## src/hdl/axil_pause_settings.svh

```systemverilog
`ifndef AXIL_PAUSE_SETTINGS_SVH
`define AXIL_PAUSE_SETTINGS_SVH

// bus widths of the AXI-Lite link, fixed for the whole build
`define AXIL_ADDR_WIDTH 32
`define AXIL_DATA_WIDTH 32

// how many writes and how many reads may be in flight at once
`define AXIL_MAX_TRANS 7

`endif

```

## src/hdl/axil_pause_pkg.sv

```systemverilog
`include "axil_pause_settings.svh"

package axil_pause_pkg;

    typedef logic [`AXIL_ADDR_WIDTH-1:0]   addr_t;
    typedef logic [`AXIL_DATA_WIDTH-1:0]   data_t;
    typedef logic [`AXIL_DATA_WIDTH/8-1:0] strb_t; // one strobe per data byte
    typedef logic [2:0]                    prot_t;
    typedef logic [1:0]                    resp_t;

    // outstanding counters, one bit of headroom over AXIL_MAX_TRANS
    typedef logic [3:0] cnt_t;

    typedef enum logic [1:0] {
        RUN,    // traffic flows, new addresses are accepted
        DRAIN,  // no new addresses, waiting for the link to empty
        PAUSED  // link empty and frozen, pause_ack high
    } pause_state_e;

endpackage

```

## src/hdl/axil_if.sv

```systemverilog
`timescale 1ns/100ps

interface axil_if;

    // write address channel
    axil_pause_pkg::addr_t aw_addr;
    axil_pause_pkg::prot_t aw_prot;
    logic                  aw_valid;
    logic                  aw_ready;

    // write data channel
    axil_pause_pkg::data_t w_data;
    axil_pause_pkg::strb_t w_strb;
    logic                  w_valid;
    logic                  w_ready;

    // write response channel
    axil_pause_pkg::resp_t b_resp;
    logic                  b_valid;
    logic                  b_ready;

    // read address channel
    axil_pause_pkg::addr_t ar_addr;
    axil_pause_pkg::prot_t ar_prot;
    logic                  ar_valid;
    logic                  ar_ready;

    // read data channel
    axil_pause_pkg::data_t r_data;
    axil_pause_pkg::resp_t r_resp;
    logic                  r_valid;
    logic                  r_ready;

    modport initiator (
        output aw_addr, aw_prot, aw_valid,
        input  aw_ready,
        output w_data, w_strb, w_valid,
        input  w_ready,
        input  b_resp, b_valid,
        output b_ready,
        output ar_addr, ar_prot, ar_valid,
        input  ar_ready,
        input  r_data, r_resp, r_valid,
        output r_ready
    );

    modport target (
        input  aw_addr, aw_prot, aw_valid,
        output aw_ready,
        input  w_data, w_strb, w_valid,
        output w_ready,
        output b_resp, b_valid,
        input  b_ready,
        input  ar_addr, ar_prot, ar_valid,
        output ar_ready,
        output r_data, r_resp, r_valid,
        input  r_ready
    );

endinterface

```

## src/hdl/axil_pause.sv

```systemverilog
`timescale 1ns/100ps

module axil_pause (
    input  logic                  seq,
    input  logic                  rst_n,

    input  logic                  pause_req,
    output logic                  pause_ack,

    // upstream side, towards the initiator
    input  axil_pause_pkg::addr_t s_aw_addr,
    input  axil_pause_pkg::prot_t s_aw_prot,
    input  logic                  s_aw_valid,
    output logic                  s_aw_ready,
    input  axil_pause_pkg::data_t s_w_data,
    input  axil_pause_pkg::strb_t s_w_strb,
    input  logic                  s_w_valid,
    output logic                  s_w_ready,
    output axil_pause_pkg::resp_t s_b_resp,
    output logic                  s_b_valid,
    input  logic                  s_b_ready,
    input  axil_pause_pkg::addr_t s_ar_addr,
    input  axil_pause_pkg::prot_t s_ar_prot,
    input  logic                  s_ar_valid,
    output logic                  s_ar_ready,
    output axil_pause_pkg::data_t s_r_data,
    output axil_pause_pkg::resp_t s_r_resp,
    output logic                  s_r_valid,
    input  logic                  s_r_ready,

    // downstream side, towards the target
    output axil_pause_pkg::addr_t m_aw_addr,
    output axil_pause_pkg::prot_t m_aw_prot,
    output logic                  m_aw_valid,
    input  logic                  m_aw_ready,
    output axil_pause_pkg::data_t m_w_data,
    output axil_pause_pkg::strb_t m_w_strb,
    output logic                  m_w_valid,
    input  logic                  m_w_ready,
    input  axil_pause_pkg::resp_t m_b_resp,
    input  logic                  m_b_valid,
    output logic                  m_b_ready,
    output axil_pause_pkg::addr_t m_ar_addr,
    output axil_pause_pkg::prot_t m_ar_prot,
    output logic                  m_ar_valid,
    input  logic                  m_ar_ready,
    input  axil_pause_pkg::data_t m_r_data,
    input  axil_pause_pkg::resp_t m_r_resp,
    input  logic                  m_r_valid,
    output logic                  m_r_ready
);

    axil_if up_if ();
    axil_if dn_if ();

    logic aw_fire;
    logic w_fire;
    logic b_fire;
    logic ar_fire;
    logic r_fire;
    logic write_room;
    logic read_room;
    logic w_owed;
    logic idle;
    logic accept_en;

    assign up_if.aw_addr  = s_aw_addr;
    assign up_if.aw_prot  = s_aw_prot;
    assign up_if.aw_valid = s_aw_valid;
    assign s_aw_ready     = up_if.aw_ready;
    assign up_if.w_data   = s_w_data;
    assign up_if.w_strb   = s_w_strb;
    assign up_if.w_valid  = s_w_valid;
    assign s_w_ready      = up_if.w_ready;
    assign s_b_resp       = up_if.b_resp;
    assign s_b_valid      = up_if.b_valid;
    assign up_if.b_ready  = s_b_ready;
    assign up_if.ar_addr  = s_ar_addr;
    assign up_if.ar_prot  = s_ar_prot;
    assign up_if.ar_valid = s_ar_valid;
    assign s_ar_ready     = up_if.ar_ready;
    assign s_r_data       = up_if.r_data;
    assign s_r_resp       = up_if.r_resp;
    assign s_r_valid      = up_if.r_valid;
    assign up_if.r_ready  = s_r_ready;

    assign m_aw_addr      = dn_if.aw_addr;
    assign m_aw_prot      = dn_if.aw_prot;
    assign m_aw_valid     = dn_if.aw_valid;
    assign dn_if.aw_ready = m_aw_ready;
    assign m_w_data       = dn_if.w_data;
    assign m_w_strb       = dn_if.w_strb;
    assign m_w_valid      = dn_if.w_valid;
    assign dn_if.w_ready  = m_w_ready;
    assign dn_if.b_resp   = m_b_resp;
    assign dn_if.b_valid  = m_b_valid;
    assign m_b_ready      = dn_if.b_ready;
    assign m_ar_addr      = dn_if.ar_addr;
    assign m_ar_prot      = dn_if.ar_prot;
    assign m_ar_valid     = dn_if.ar_valid;
    assign dn_if.ar_ready = m_ar_ready;
    assign dn_if.r_data   = m_r_data;
    assign dn_if.r_resp   = m_r_resp;
    assign dn_if.r_valid  = m_r_valid;
    assign m_r_ready      = dn_if.r_ready;

    // handshakes are counted where they reach the target
    assign aw_fire = dn_if.aw_valid && dn_if.aw_ready;
    assign w_fire  = dn_if.w_valid && dn_if.w_ready;
    assign b_fire  = dn_if.b_valid && dn_if.b_ready;
    assign ar_fire = dn_if.ar_valid && dn_if.ar_ready;
    assign r_fire  = dn_if.r_valid && dn_if.r_ready;

    axil_pause_gate i_gate (
        .up         (up_if.target),
        .dn         (dn_if.initiator),
        .accept_en  (accept_en),
        .write_room (write_room),
        .read_room  (read_room),
        .w_owed     (w_owed)
    );

    axil_txn_tracker i_tracker (
        .seq        (seq),
        .rst_n      (rst_n),
        .aw_fire    (aw_fire),
        .w_fire     (w_fire),
        .b_fire     (b_fire),
        .ar_fire    (ar_fire),
        .r_fire     (r_fire),
        .write_room (write_room),
        .read_room  (read_room),
        .w_owed     (w_owed),
        .idle       (idle)
    );

    axil_pause_fsm i_fsm (
        .seq        (seq),
        .rst_n      (rst_n),
        .pause_req  (pause_req),
        .idle       (idle),
        .pause_ack  (pause_ack),
        .accept_en  (accept_en)
    );

endmodule

```

## src/hdl/axil_pause_fsm.sv

```systemverilog
`timescale 1ns/100ps

module axil_pause_fsm (
    input  logic seq,
    input  logic rst_n,

    input  logic pause_req,
    input  logic idle,

    output logic pause_ack,
    output logic accept_en
);

    axil_pause_pkg::pause_state_e state;
    axil_pause_pkg::pause_state_e state_next;

    always_comb begin
        state_next = state;
        case (state)
            axil_pause_pkg::RUN: begin
                if (pause_req) begin
                    state_next = axil_pause_pkg::DRAIN;
                end
            end
            axil_pause_pkg::DRAIN: begin
                // a withdrawn request wins over a link that just went idle
                if (!pause_req) begin
                    state_next = axil_pause_pkg::RUN;
                end else if (idle) begin
                    state_next = axil_pause_pkg::PAUSED;
                end
            end
            axil_pause_pkg::PAUSED: begin
                if (!pause_req) begin
                    state_next = axil_pause_pkg::RUN;
                end
            end
            default: begin
                state_next = axil_pause_pkg::RUN;
            end
        endcase
    end

    always_ff @(posedge seq or negedge rst_n) begin
        if (!rst_n) begin
            state     <= axil_pause_pkg::RUN;
            pause_ack <= 1'b0;
        end else begin
            state     <= state_next;
            pause_ack <= state_next == axil_pause_pkg::PAUSED; // tracks PAUSED exactly
        end
    end

    assign accept_en = state == axil_pause_pkg::RUN;

endmodule

```

## src/hdl/axil_pause_gate.sv

```systemverilog
`timescale 1ns/100ps

module axil_pause_gate (
    axil_if.target    up,
    axil_if.initiator dn,

    input  logic      accept_en,
    input  logic      write_room,
    input  logic      read_room,
    input  logic      w_owed
);

    logic aw_open;
    logic w_open;
    logic ar_open;

    assign aw_open = accept_en && write_room;
    assign w_open  = w_owed;
    assign ar_open = accept_en && read_room;

    // a closed channel shows neither valid downstream nor ready upstream,
    // so no beat can slip through on either side

    // write address
    assign dn.aw_addr  = up.aw_addr;
    assign dn.aw_prot  = up.aw_prot;
    assign dn.aw_valid = up.aw_valid && aw_open;
    assign up.aw_ready = dn.aw_ready && aw_open;

    // write data
    assign dn.w_data   = up.w_data;
    assign dn.w_strb   = up.w_strb;
    assign dn.w_valid  = up.w_valid && w_open;
    assign up.w_ready  = dn.w_ready && w_open;

    // write response is never held back
    assign up.b_resp   = dn.b_resp;
    assign up.b_valid  = dn.b_valid;
    assign dn.b_ready  = up.b_ready;

    // read address
    assign dn.ar_addr  = up.ar_addr;
    assign dn.ar_prot  = up.ar_prot;
    assign dn.ar_valid = up.ar_valid && ar_open;
    assign up.ar_ready = dn.ar_ready && ar_open;

    // read data is never held back either
    assign up.r_data   = dn.r_data;
    assign up.r_resp   = dn.r_resp;
    assign up.r_valid  = dn.r_valid;
    assign dn.r_ready  = up.r_ready;

endmodule

```

## src/hdl/axil_txn_tracker.sv

```systemverilog
`timescale 1ns/100ps

`include "axil_pause_settings.svh"

module axil_txn_tracker (
    input  logic seq,
    input  logic rst_n,

    input  logic aw_fire,
    input  logic w_fire,
    input  logic b_fire,
    input  logic ar_fire,
    input  logic r_fire,

    output logic write_room,
    output logic read_room,
    output logic w_owed,
    output logic idle
);

    axil_pause_pkg::cnt_t write_cnt;
    axil_pause_pkg::cnt_t owed_cnt;
    axil_pause_pkg::cnt_t read_cnt;

    // an increment and a decrement on the same edge cancel out
    function automatic axil_pause_pkg::cnt_t step(
        input axil_pause_pkg::cnt_t cnt,
        input logic                 inc,
        input logic                 dec
    );
        axil_pause_pkg::cnt_t res;
        res = cnt;
        if (inc && !dec) begin
            res = cnt + axil_pause_pkg::cnt_t'(1);
        end else if (dec && !inc) begin
            res = cnt - axil_pause_pkg::cnt_t'(1);
        end
        return res;
    endfunction

    always_ff @(posedge seq or negedge rst_n) begin
        if (!rst_n) begin
            write_cnt <= '0;
            owed_cnt  <= '0;
            read_cnt  <= '0;
        end else begin
            write_cnt <= step(write_cnt, aw_fire, b_fire); // open until B returns
            owed_cnt  <= step(owed_cnt, aw_fire, w_fire);
            read_cnt  <= step(read_cnt, ar_fire, r_fire);
        end
    end

    assign write_room = write_cnt < axil_pause_pkg::cnt_t'(`AXIL_MAX_TRANS);
    assign read_room  = read_cnt < axil_pause_pkg::cnt_t'(`AXIL_MAX_TRANS);

    // a W beat may only go once its address is already downstream
    assign w_owed = owed_cnt != '0;

    // the owed count never exceeds the write count, but checking all three
    // keeps idle independent of target behavior
    assign idle = (write_cnt == '0) && (owed_cnt == '0) && (read_cnt == '0);

endmodule

```

## config.mk

```make
export PLATFORM = sky130hd
export DESIGN_NAME = axil_pause
export DESIGN_NICKNAME = d
export VERILOG_FILES = /design/src/hdl/axil_pause_pkg.sv /design/src/hdl/axil_if.sv /design/src/hdl/axil_pause.sv /design/src/hdl/axil_pause_fsm.sv /design/src/hdl/axil_pause_gate.sv /design/src/hdl/axil_txn_tracker.sv
export VERILOG_INCLUDE_DIRS = /design/src /design/src/hdl
export SDC_FILE = /design/constraint.sdc
export NUM_CORES = 1
export LEC_CHECK = 0
export BUFFER_PORTS_ARGS = -buffer_cell sky130_fd_sc_hd__buf_2
export CAP_MARGIN = 10
export CORE_AREA = 2 2 118 120
export DETAILED_ROUTE_END_ITERATION = 10
export DIE_AREA = 0 0 120 122
export PLACE_DENSITY = 0.48
export SLEW_MARGIN = 25
export SYNTH_ARGS = -nofsm -noshare
export SYNTH_HDL_FRONTEND = slang
export SYNTH_HIERARCHICAL = 1
export SYNTH_SLANG_ARGS = --single-unit
```

## constraint.sdc

```tcl
create_clock -name seq -period 4.5 [get_ports seq]
set_input_delay 0.225 -clock seq [delete_from_list [all_inputs] [get_ports seq]]
set_output_delay 0.225 -clock seq [all_outputs]
set_load 0.05 [all_outputs]
```

==> results.cfg, run 1 <==
[yosys]
ys.flop_type = dfrtp_1
synth-async-reset-ratio_pct = 100
synth_enable_flop_cells = 0
syn-mean-instance-area_sq_um = 8.50
synth_area_sq_um = 2210
seq_area_frac_synth_pct = 17.0
ys_warn_count = 6
synthCells = 260
synth_seq_cells = 15
synthDistinctLibCells = 27
synth_nets = 427

[routing]
drt_drc_violations_left = 0
via_per_inst = 3.47
route.detailed.wl_per_inst_microns = 11.2
postRouteAntennaNets = 0
first_pass_iters = 2
vias = 1108
totalWireLength_mm = 3.56
first_iter_violations = 38

[floorplan]
io_pins = 308
start_util_pct = 16.4
die-area_sq_um = 14600
rows = 43
die_h_microns = 122
design.core.area_sq_um = 13500
die_w_microns = 120

[sta]
final-hold-violation-count = 0
min_period_ns = 2.91
rsz0062_at_grt = false
clock.fmax_mhz = 344
skew_ns = 0.00288
worst_pin_slew_ns = 0.428
slew_headroom_pct = 71.4
setup_violations = 0
layout_setup_ws_ns = 1.59
drv_slew = 0
setup_tns_ns = 0
finalCritPeriodShare_pct = 64.6
whs_ns = 0.281

[setup_path]
critPathBufInv = 2
r2r-start = i_tracker/owed_cnt[0]
critical_path.startpoint = i_tracker/owed_cnt[0]
worstSetupStartpointType = flop
cpMaxStageDelayCell = or4_4
r2r_slack_ns = 1.59
max_stage_delay_ns = 0.58
crit_chain = or4_4 > and2_1 > and2_1 > inv_1 > ha_1 > inv_1 > ha_1 > or4_1 > o211ai_1 > o211ai_1
critPathTopFamily = simple AND/OR/NAND/NOR gates
crit_path_end_kind = flop
critPathKind = reg -> reg
endpoint = i_tracker/owed_cnt[3]
worst_r2r_endpoint = i_tracker/owed_cnt[3]
crit_cells = 10
r2r_cells = 10
cp_max_fo = 6
critPathArrivalTime_ns = 3.03
worstPathRequired_ns = 4.62

[outcome]
outcome = completed

[clock_network]
clk_latency_ns = 0.24
cts_tree = done
post-cts-setup-buffer-count = 0
cts_root_buf = clkbuf_16
cts_max_path_buffers = 2
clk_pin_slew_ns = 0.05
htreeDepth = 1
cts_buffers = 3
cts.sinks = 15

[power]
p_per_area_nw_per_um2 = 560
p_leak_nw = 0.573
peakVddDrop_uv = 119

[finish]
nets = 307
final_cells = 319
diodes = 0
multi_input_area_sq_um = 697
drive_above_1_share_pct = 22.3
areaGrowthSynthToFinish_pct = -30.9
final.fill_count = 1518
seq_area_sq_um = 375

[grt]
grt_pass1_wl_mm = 5.77
grt_pass1_vias = 1204
grt.overflow.total = 0
grt_use_total_pct = 4.92
antenna_found_initial = 0
grt_max_degree = 16

[place]
gp_congestion = 0.825
post-place-ws_ns = 1.59
place_hpwl_mm = 2.93
dp.cells = 314
portBuffers = 23

[flow_run]
maxCapViolCount = 0

[worst_hold_path]
hp-class = in -> reg
==> stage by stage <==
stage | utilization, % | cell area, sq um | power [W]
after detailed placement | 10.7 | 1440 | 0.000686
after global routing | 11.3 | 1530 | 0.000935
after CTS | 11.3 | 1530 | 0.000869
after floorplan | - | 2210 | 0.000925
after global placement | 10.7 | 1440 | 0.000674
final | 11.3 | 1530 | 0.000856
==> worst min-delay path by stage <==
stage | start | to | slack [ns] | cells past startpoint
finish | pause_req | i_fsm/state[1] | 0.28 | 3
global route | pause_req | i_fsm/pause_ack | 0.31 | 3
CTS | pause_req | i_fsm/state[1] | 0.28 | 3
detailed placement | rst_n | i_tracker/owed_cnt[3] | 0.16 | 1
global placement | rst_n | i_tracker/owed_cnt[3] | 0.16 | 1
floorplan | rst_n | i_fsm/pause_ack | -0.07 | 0
==> layer usage <==
metal	share of wire, %	wire, microns	GRT usage (%)
met4	11	394	6.10
met2	47	1670	7.56
met5	0	0	0
met3	13	466	3.14
met1	29	1040	3.83
==> sequential cells by signal (all words and copies together) (netlist names) <==
| signal | flops |
|---|---|
| i_tracker/read_cnt | 4 |
| i_tracker/owed_cnt | 4 |
| i_fsm/state | 2 |
| i_fsm/pause_ack | 1 |
| i_tracker/write_cnt | 4 |
==> cells in the mapped netlist, types with 4 or more instances <==
master | instances | share of area (%)
dfrtp_1 | 15 | 17
nand3b_1 | 4 | 1.4
buf_4 | 146 | 50
xnor2_1 | 6 | 2.4
and2_1 | 7 | 2.0
or4_1 | 5 | 1.7
nand3_1 | 6 | 1.4
and3_1 | 4 | 1.1
inv_1 | 7 | 1.2
nand2_1 | 6 | 1.0
a21oi_1 | 8 | 1.8
o211ai_1 | 6 | 2.0
ha_1 | 9 | 5.1
==> cells by family after synthesis <==
group | count (synthesis) | synth area share [%]
AND/OR/NAND/NOR | 42 | 11.5
multiplexers | 6 | 2.89
flip-flops | 15 | 17.0
buffers and inverters | 156 | 51.5
AO/OA/AOI/OAI | 23 | 6.96
adder cells (fa/ha/maj) | 12 | 7.81
XOR/XNOR | 6 | 2.38
==> power by group <==
| part | switching (W) | total (W) | internal, W |
|---|---|---|---|
| registers | 0.0000795 | 0.000270 | 0.000191 |
| clock network | 0.0000536 | 0.000174 | 0.000120 |
| logic | 0.000225 | 0.000412 | 0.000187 |
==> final cells by class <==
type	instances	share of cell area [%]
clock buffers	4	5.16
inverters	7	1.72
multi-input cells	89	45.6
flip-flops and latches	15	24.6
well taps	180	14.7
repair buffers	24	8.19
==> worst reg2reg max path, cell delays in order (launching register included) <==
cell,delay (ns)
dfrtp_1,0.44
or4_4,0.58
and2_1,0.16
and2_1,0.15
inv_1,0.05
ha_1,0.23
inv_1,0.13
ha_1,0.36
or4_1,0.48
o211ai_1,0.10
o211ai_1,0.10
==> what timing repair did <==
item,4_1_cts,5_1_grt
hold endpoints to repair,15,0
hold buffers,1,0
resized for setup,0,0
==> layout by cell type (no fill, tap or decap), types with 2 or more instances in the layout <==
master,instances
and3_1,4
o211ai_1,6
or4_1,5
or3_1,3
nand3b_1,4
nand2_1,6
nor3_1,3
ha_1,9
clkbuf_16,3
inv_1,7
a2111o_1,3
mux2_2,3
a31oi_1,2
a21oi_1,8
fa_1,3
o21ai_0,3
mux2i_1,3
nand3_1,6
buf_2,23
and2_1,7
xnor2_1,6
dfrtp_1,15
No activity file was read; power rests on OpenSTA's default activity.
==> run 2, diff against run 1 <==
--- a/config.mk
+++ b/config.mk
@@ -8,10 +8,10 @@
 export LEC_CHECK = 0
 export BUFFER_PORTS_ARGS = -buffer_cell sky130_fd_sc_hd__buf_2
 export CAP_MARGIN = 10
-export CORE_AREA = 2 2 118 120
+export CORE_AREA = 2 2 120 122
 export DETAILED_ROUTE_END_ITERATION = 10
-export DIE_AREA = 0 0 120 122
-export PLACE_DENSITY = 0.48
+export DIE_AREA = 0 0 122 124
+export PLACE_DENSITY = 0.47
 export SLEW_MARGIN = 25
 export SYNTH_ARGS = -nofsm -noshare
 export SYNTH_HDL_FRONTEND = slang
==> constraint.sdc (replaced) <==
create_clock -name seq -period 2.9 [get_ports seq]
set_input_delay 0.145 -clock seq [delete_from_list [all_inputs] [get_ports seq]]
set_output_delay 0.145 -clock seq [all_outputs]
set_load 0.05 [all_outputs]
==> results.cfg, run 2 (synthesis results as in run 1) <==
[outcome]
outcome = completed

[clock_network]
cts_max_path_buffers = 2
post-cts-setup-buffer-count = 0
htreeDepth = 1
cts_root_buf = clkbuf_16
cts_buffers = 3
clk_latency_ns = 0.25
clk_pin_slew_ns = 0.05
cts.sinks = 15
cts_tree = done

[sta]
whs_ns = 0.174
setup_violations = 0
finalCritPeriodShare_pct = 90.9
worst_pin_slew_ns = 0.351
slew_headroom_pct = 76.6
final-hold-violation-count = 0
skew_ns = 0.00468
setup_tns_ns = 0
drv_slew = 0
min_period_ns = 2.63
rsz0062_at_grt = false
clock.fmax_mhz = 380

[setup_path]
crit_path_end_kind = flop
max_stage_delay_ns = 0.55
worst_r2r_endpoint = i_tracker/owed_cnt[3]
cp_max_fo = 5
critPathArrivalTime_ns = 2.76
r2r_cells = 10
worstPathRequired_ns = 3.02
critPathKind = reg -> reg
crit_chain = or4_4 > and2_4 > and2_1 > inv_1 > ha_1 > inv_1 > ha_4 > or4_1 > o211ai_1 > o211ai_1
cpMaxStageDelayCell = or4_4
r2r_slack_ns = 0.27
r2r-start = i_tracker/owed_cnt[1]
worstSetupStartpointType = flop

[grt]
grt.overflow.total = 0
grt_use_total_pct = 4.86
grt_pass1_wl_mm = 5.60
grt_pass1_vias = 1152
grt_max_degree = 16
antenna_found_initial = 0

[routing]
route.detailed.wl_per_inst_microns = 11.2
drt_drc_violations_left = 0
via_per_inst = 3.45
vias = 1114
first_iter_violations = 44
postRouteAntennaNets = 0
first_pass_iters = 6
totalWireLength_mm = 3.61

[finish]
areaGrowthSynthToFinish_pct = -28.8
drive_above_1_share_pct = 25.9
diodes = 0
nets = 311
design_area_sq_um = 1570
mostFrequentLayoutCells = buf_2 (23), dfrtp_1 (15), a21oi_1 (8), ha_1 (8), inv_1 (7)
reg_top3 = i_tracker/owed_cnt: 4 flops, i_tracker/read_cnt: 4 flops, i_tracker/write_cnt: 4 flops
final_common_cell = buf_2

[place]
gp_congestion = 0.778
place_hpwl_mm = 2.83
portBuffers = 23
placed_cell_area_sq_um = 1470

[floorplan]
design.core.area_sq_um = 13700
start_util_pct = 16.1
die_w_microns = 122
io_pins = 308
die_h_microns = 124
die-area_sq_um = 15100
rows = 43

[worst_hold_path]
whs_path_depth = 3
holdCritStartpoint = pause_req
hp-class = in -> reg
hold_end = i_fsm/pause_ack

[flow_run]
maxCapViolCount = 0

[power]
peakVddDrop_uv = 197
p_leak_nw = 0.596
p_per_area_nw_per_um2 = 874
## run 2: cell types whose count changed in the layout (fill, tap and decap cells not counted), sizes merged
cell and delta:
buf +4
## run 2: timing repair
action	in CTS	in global routing
hold buffers	1	0
hold endpoints to repair	15	0
gates resized for setup	0	1
endpoints found under the setup margin	0	1
## run 2: area by class of cell
type | instances | area, sq um
Clock buffer | 4 | 78.8
Fill cell | 1573 | 12100
Inverter | 7 | 26.3
Multi-Input combinational cell | 89 | 712
Sequential cell | 15 | 375
Tap cell | 180 | 225
Timing Repair Buffer | 28 | 155
## run 2: where the power goes
group	switching [W]	internal, W	total (W)
Combinational	0.000380	0.000328	0.000708
Clock	0.0000867	0.000186	0.000273
Sequential	0.0000970	0.000296	0.000393
## run 2: worst max-delay path by stage
stage	start	end	slack (ns)	depth (start not counted)
global placement	i_tracker/owed_cnt[1]	i_tracker/owed_cnt[3]	0.23	10
finish	i_tracker/owed_cnt[1]	i_tracker/owed_cnt[3]	0.27	10
CTS	i_tracker/owed_cnt[1]	i_tracker/owed_cnt[3]	0.16	10
floorplan	i_tracker/owed_cnt[0]	i_tracker/owed_cnt[3]	0.08	10
global route	i_fsm/state[0]	i_tracker/write_cnt[3]	0.03	9
detailed placement	i_tracker/owed_cnt[1]	i_tracker/owed_cnt[3]	0.17	10
## run 2: metrics by stage
step	utilization [%]	setup slack, ns	power [W]	std cells
after floorplan	-	0.0806	0.00144	260
after global placement	10.7	0.231	0.00108	318
after detailed placement	10.7	0.170	0.00109	318
after CTS	11.4	0.159	0.00138	323
after global routing	11.5	0.0263	0.00151	323
final	11.5	0.265	0.00137	323
## run 2: worst max-delay path: cells and delay by family (launching register included)
kind	cells	cell delay, ns
flip-flops	1	0.41
adder cells (fa/ha/maj)	2	0.42
AND/OR/NAND/NOR	4	1.31
AO/OA/AOI/OAI	2	0.21
buffers and inverters	2	0.16
## run 2: routing by layer
metal	vias to the layer above	share of wire, %	global-route usage [%]
li1	478	-	-
met1	507	34	4.38
met2	79	43	6.91
met3	50	14	3.02
met4	0	9.6	5.75
met5	-	0	0
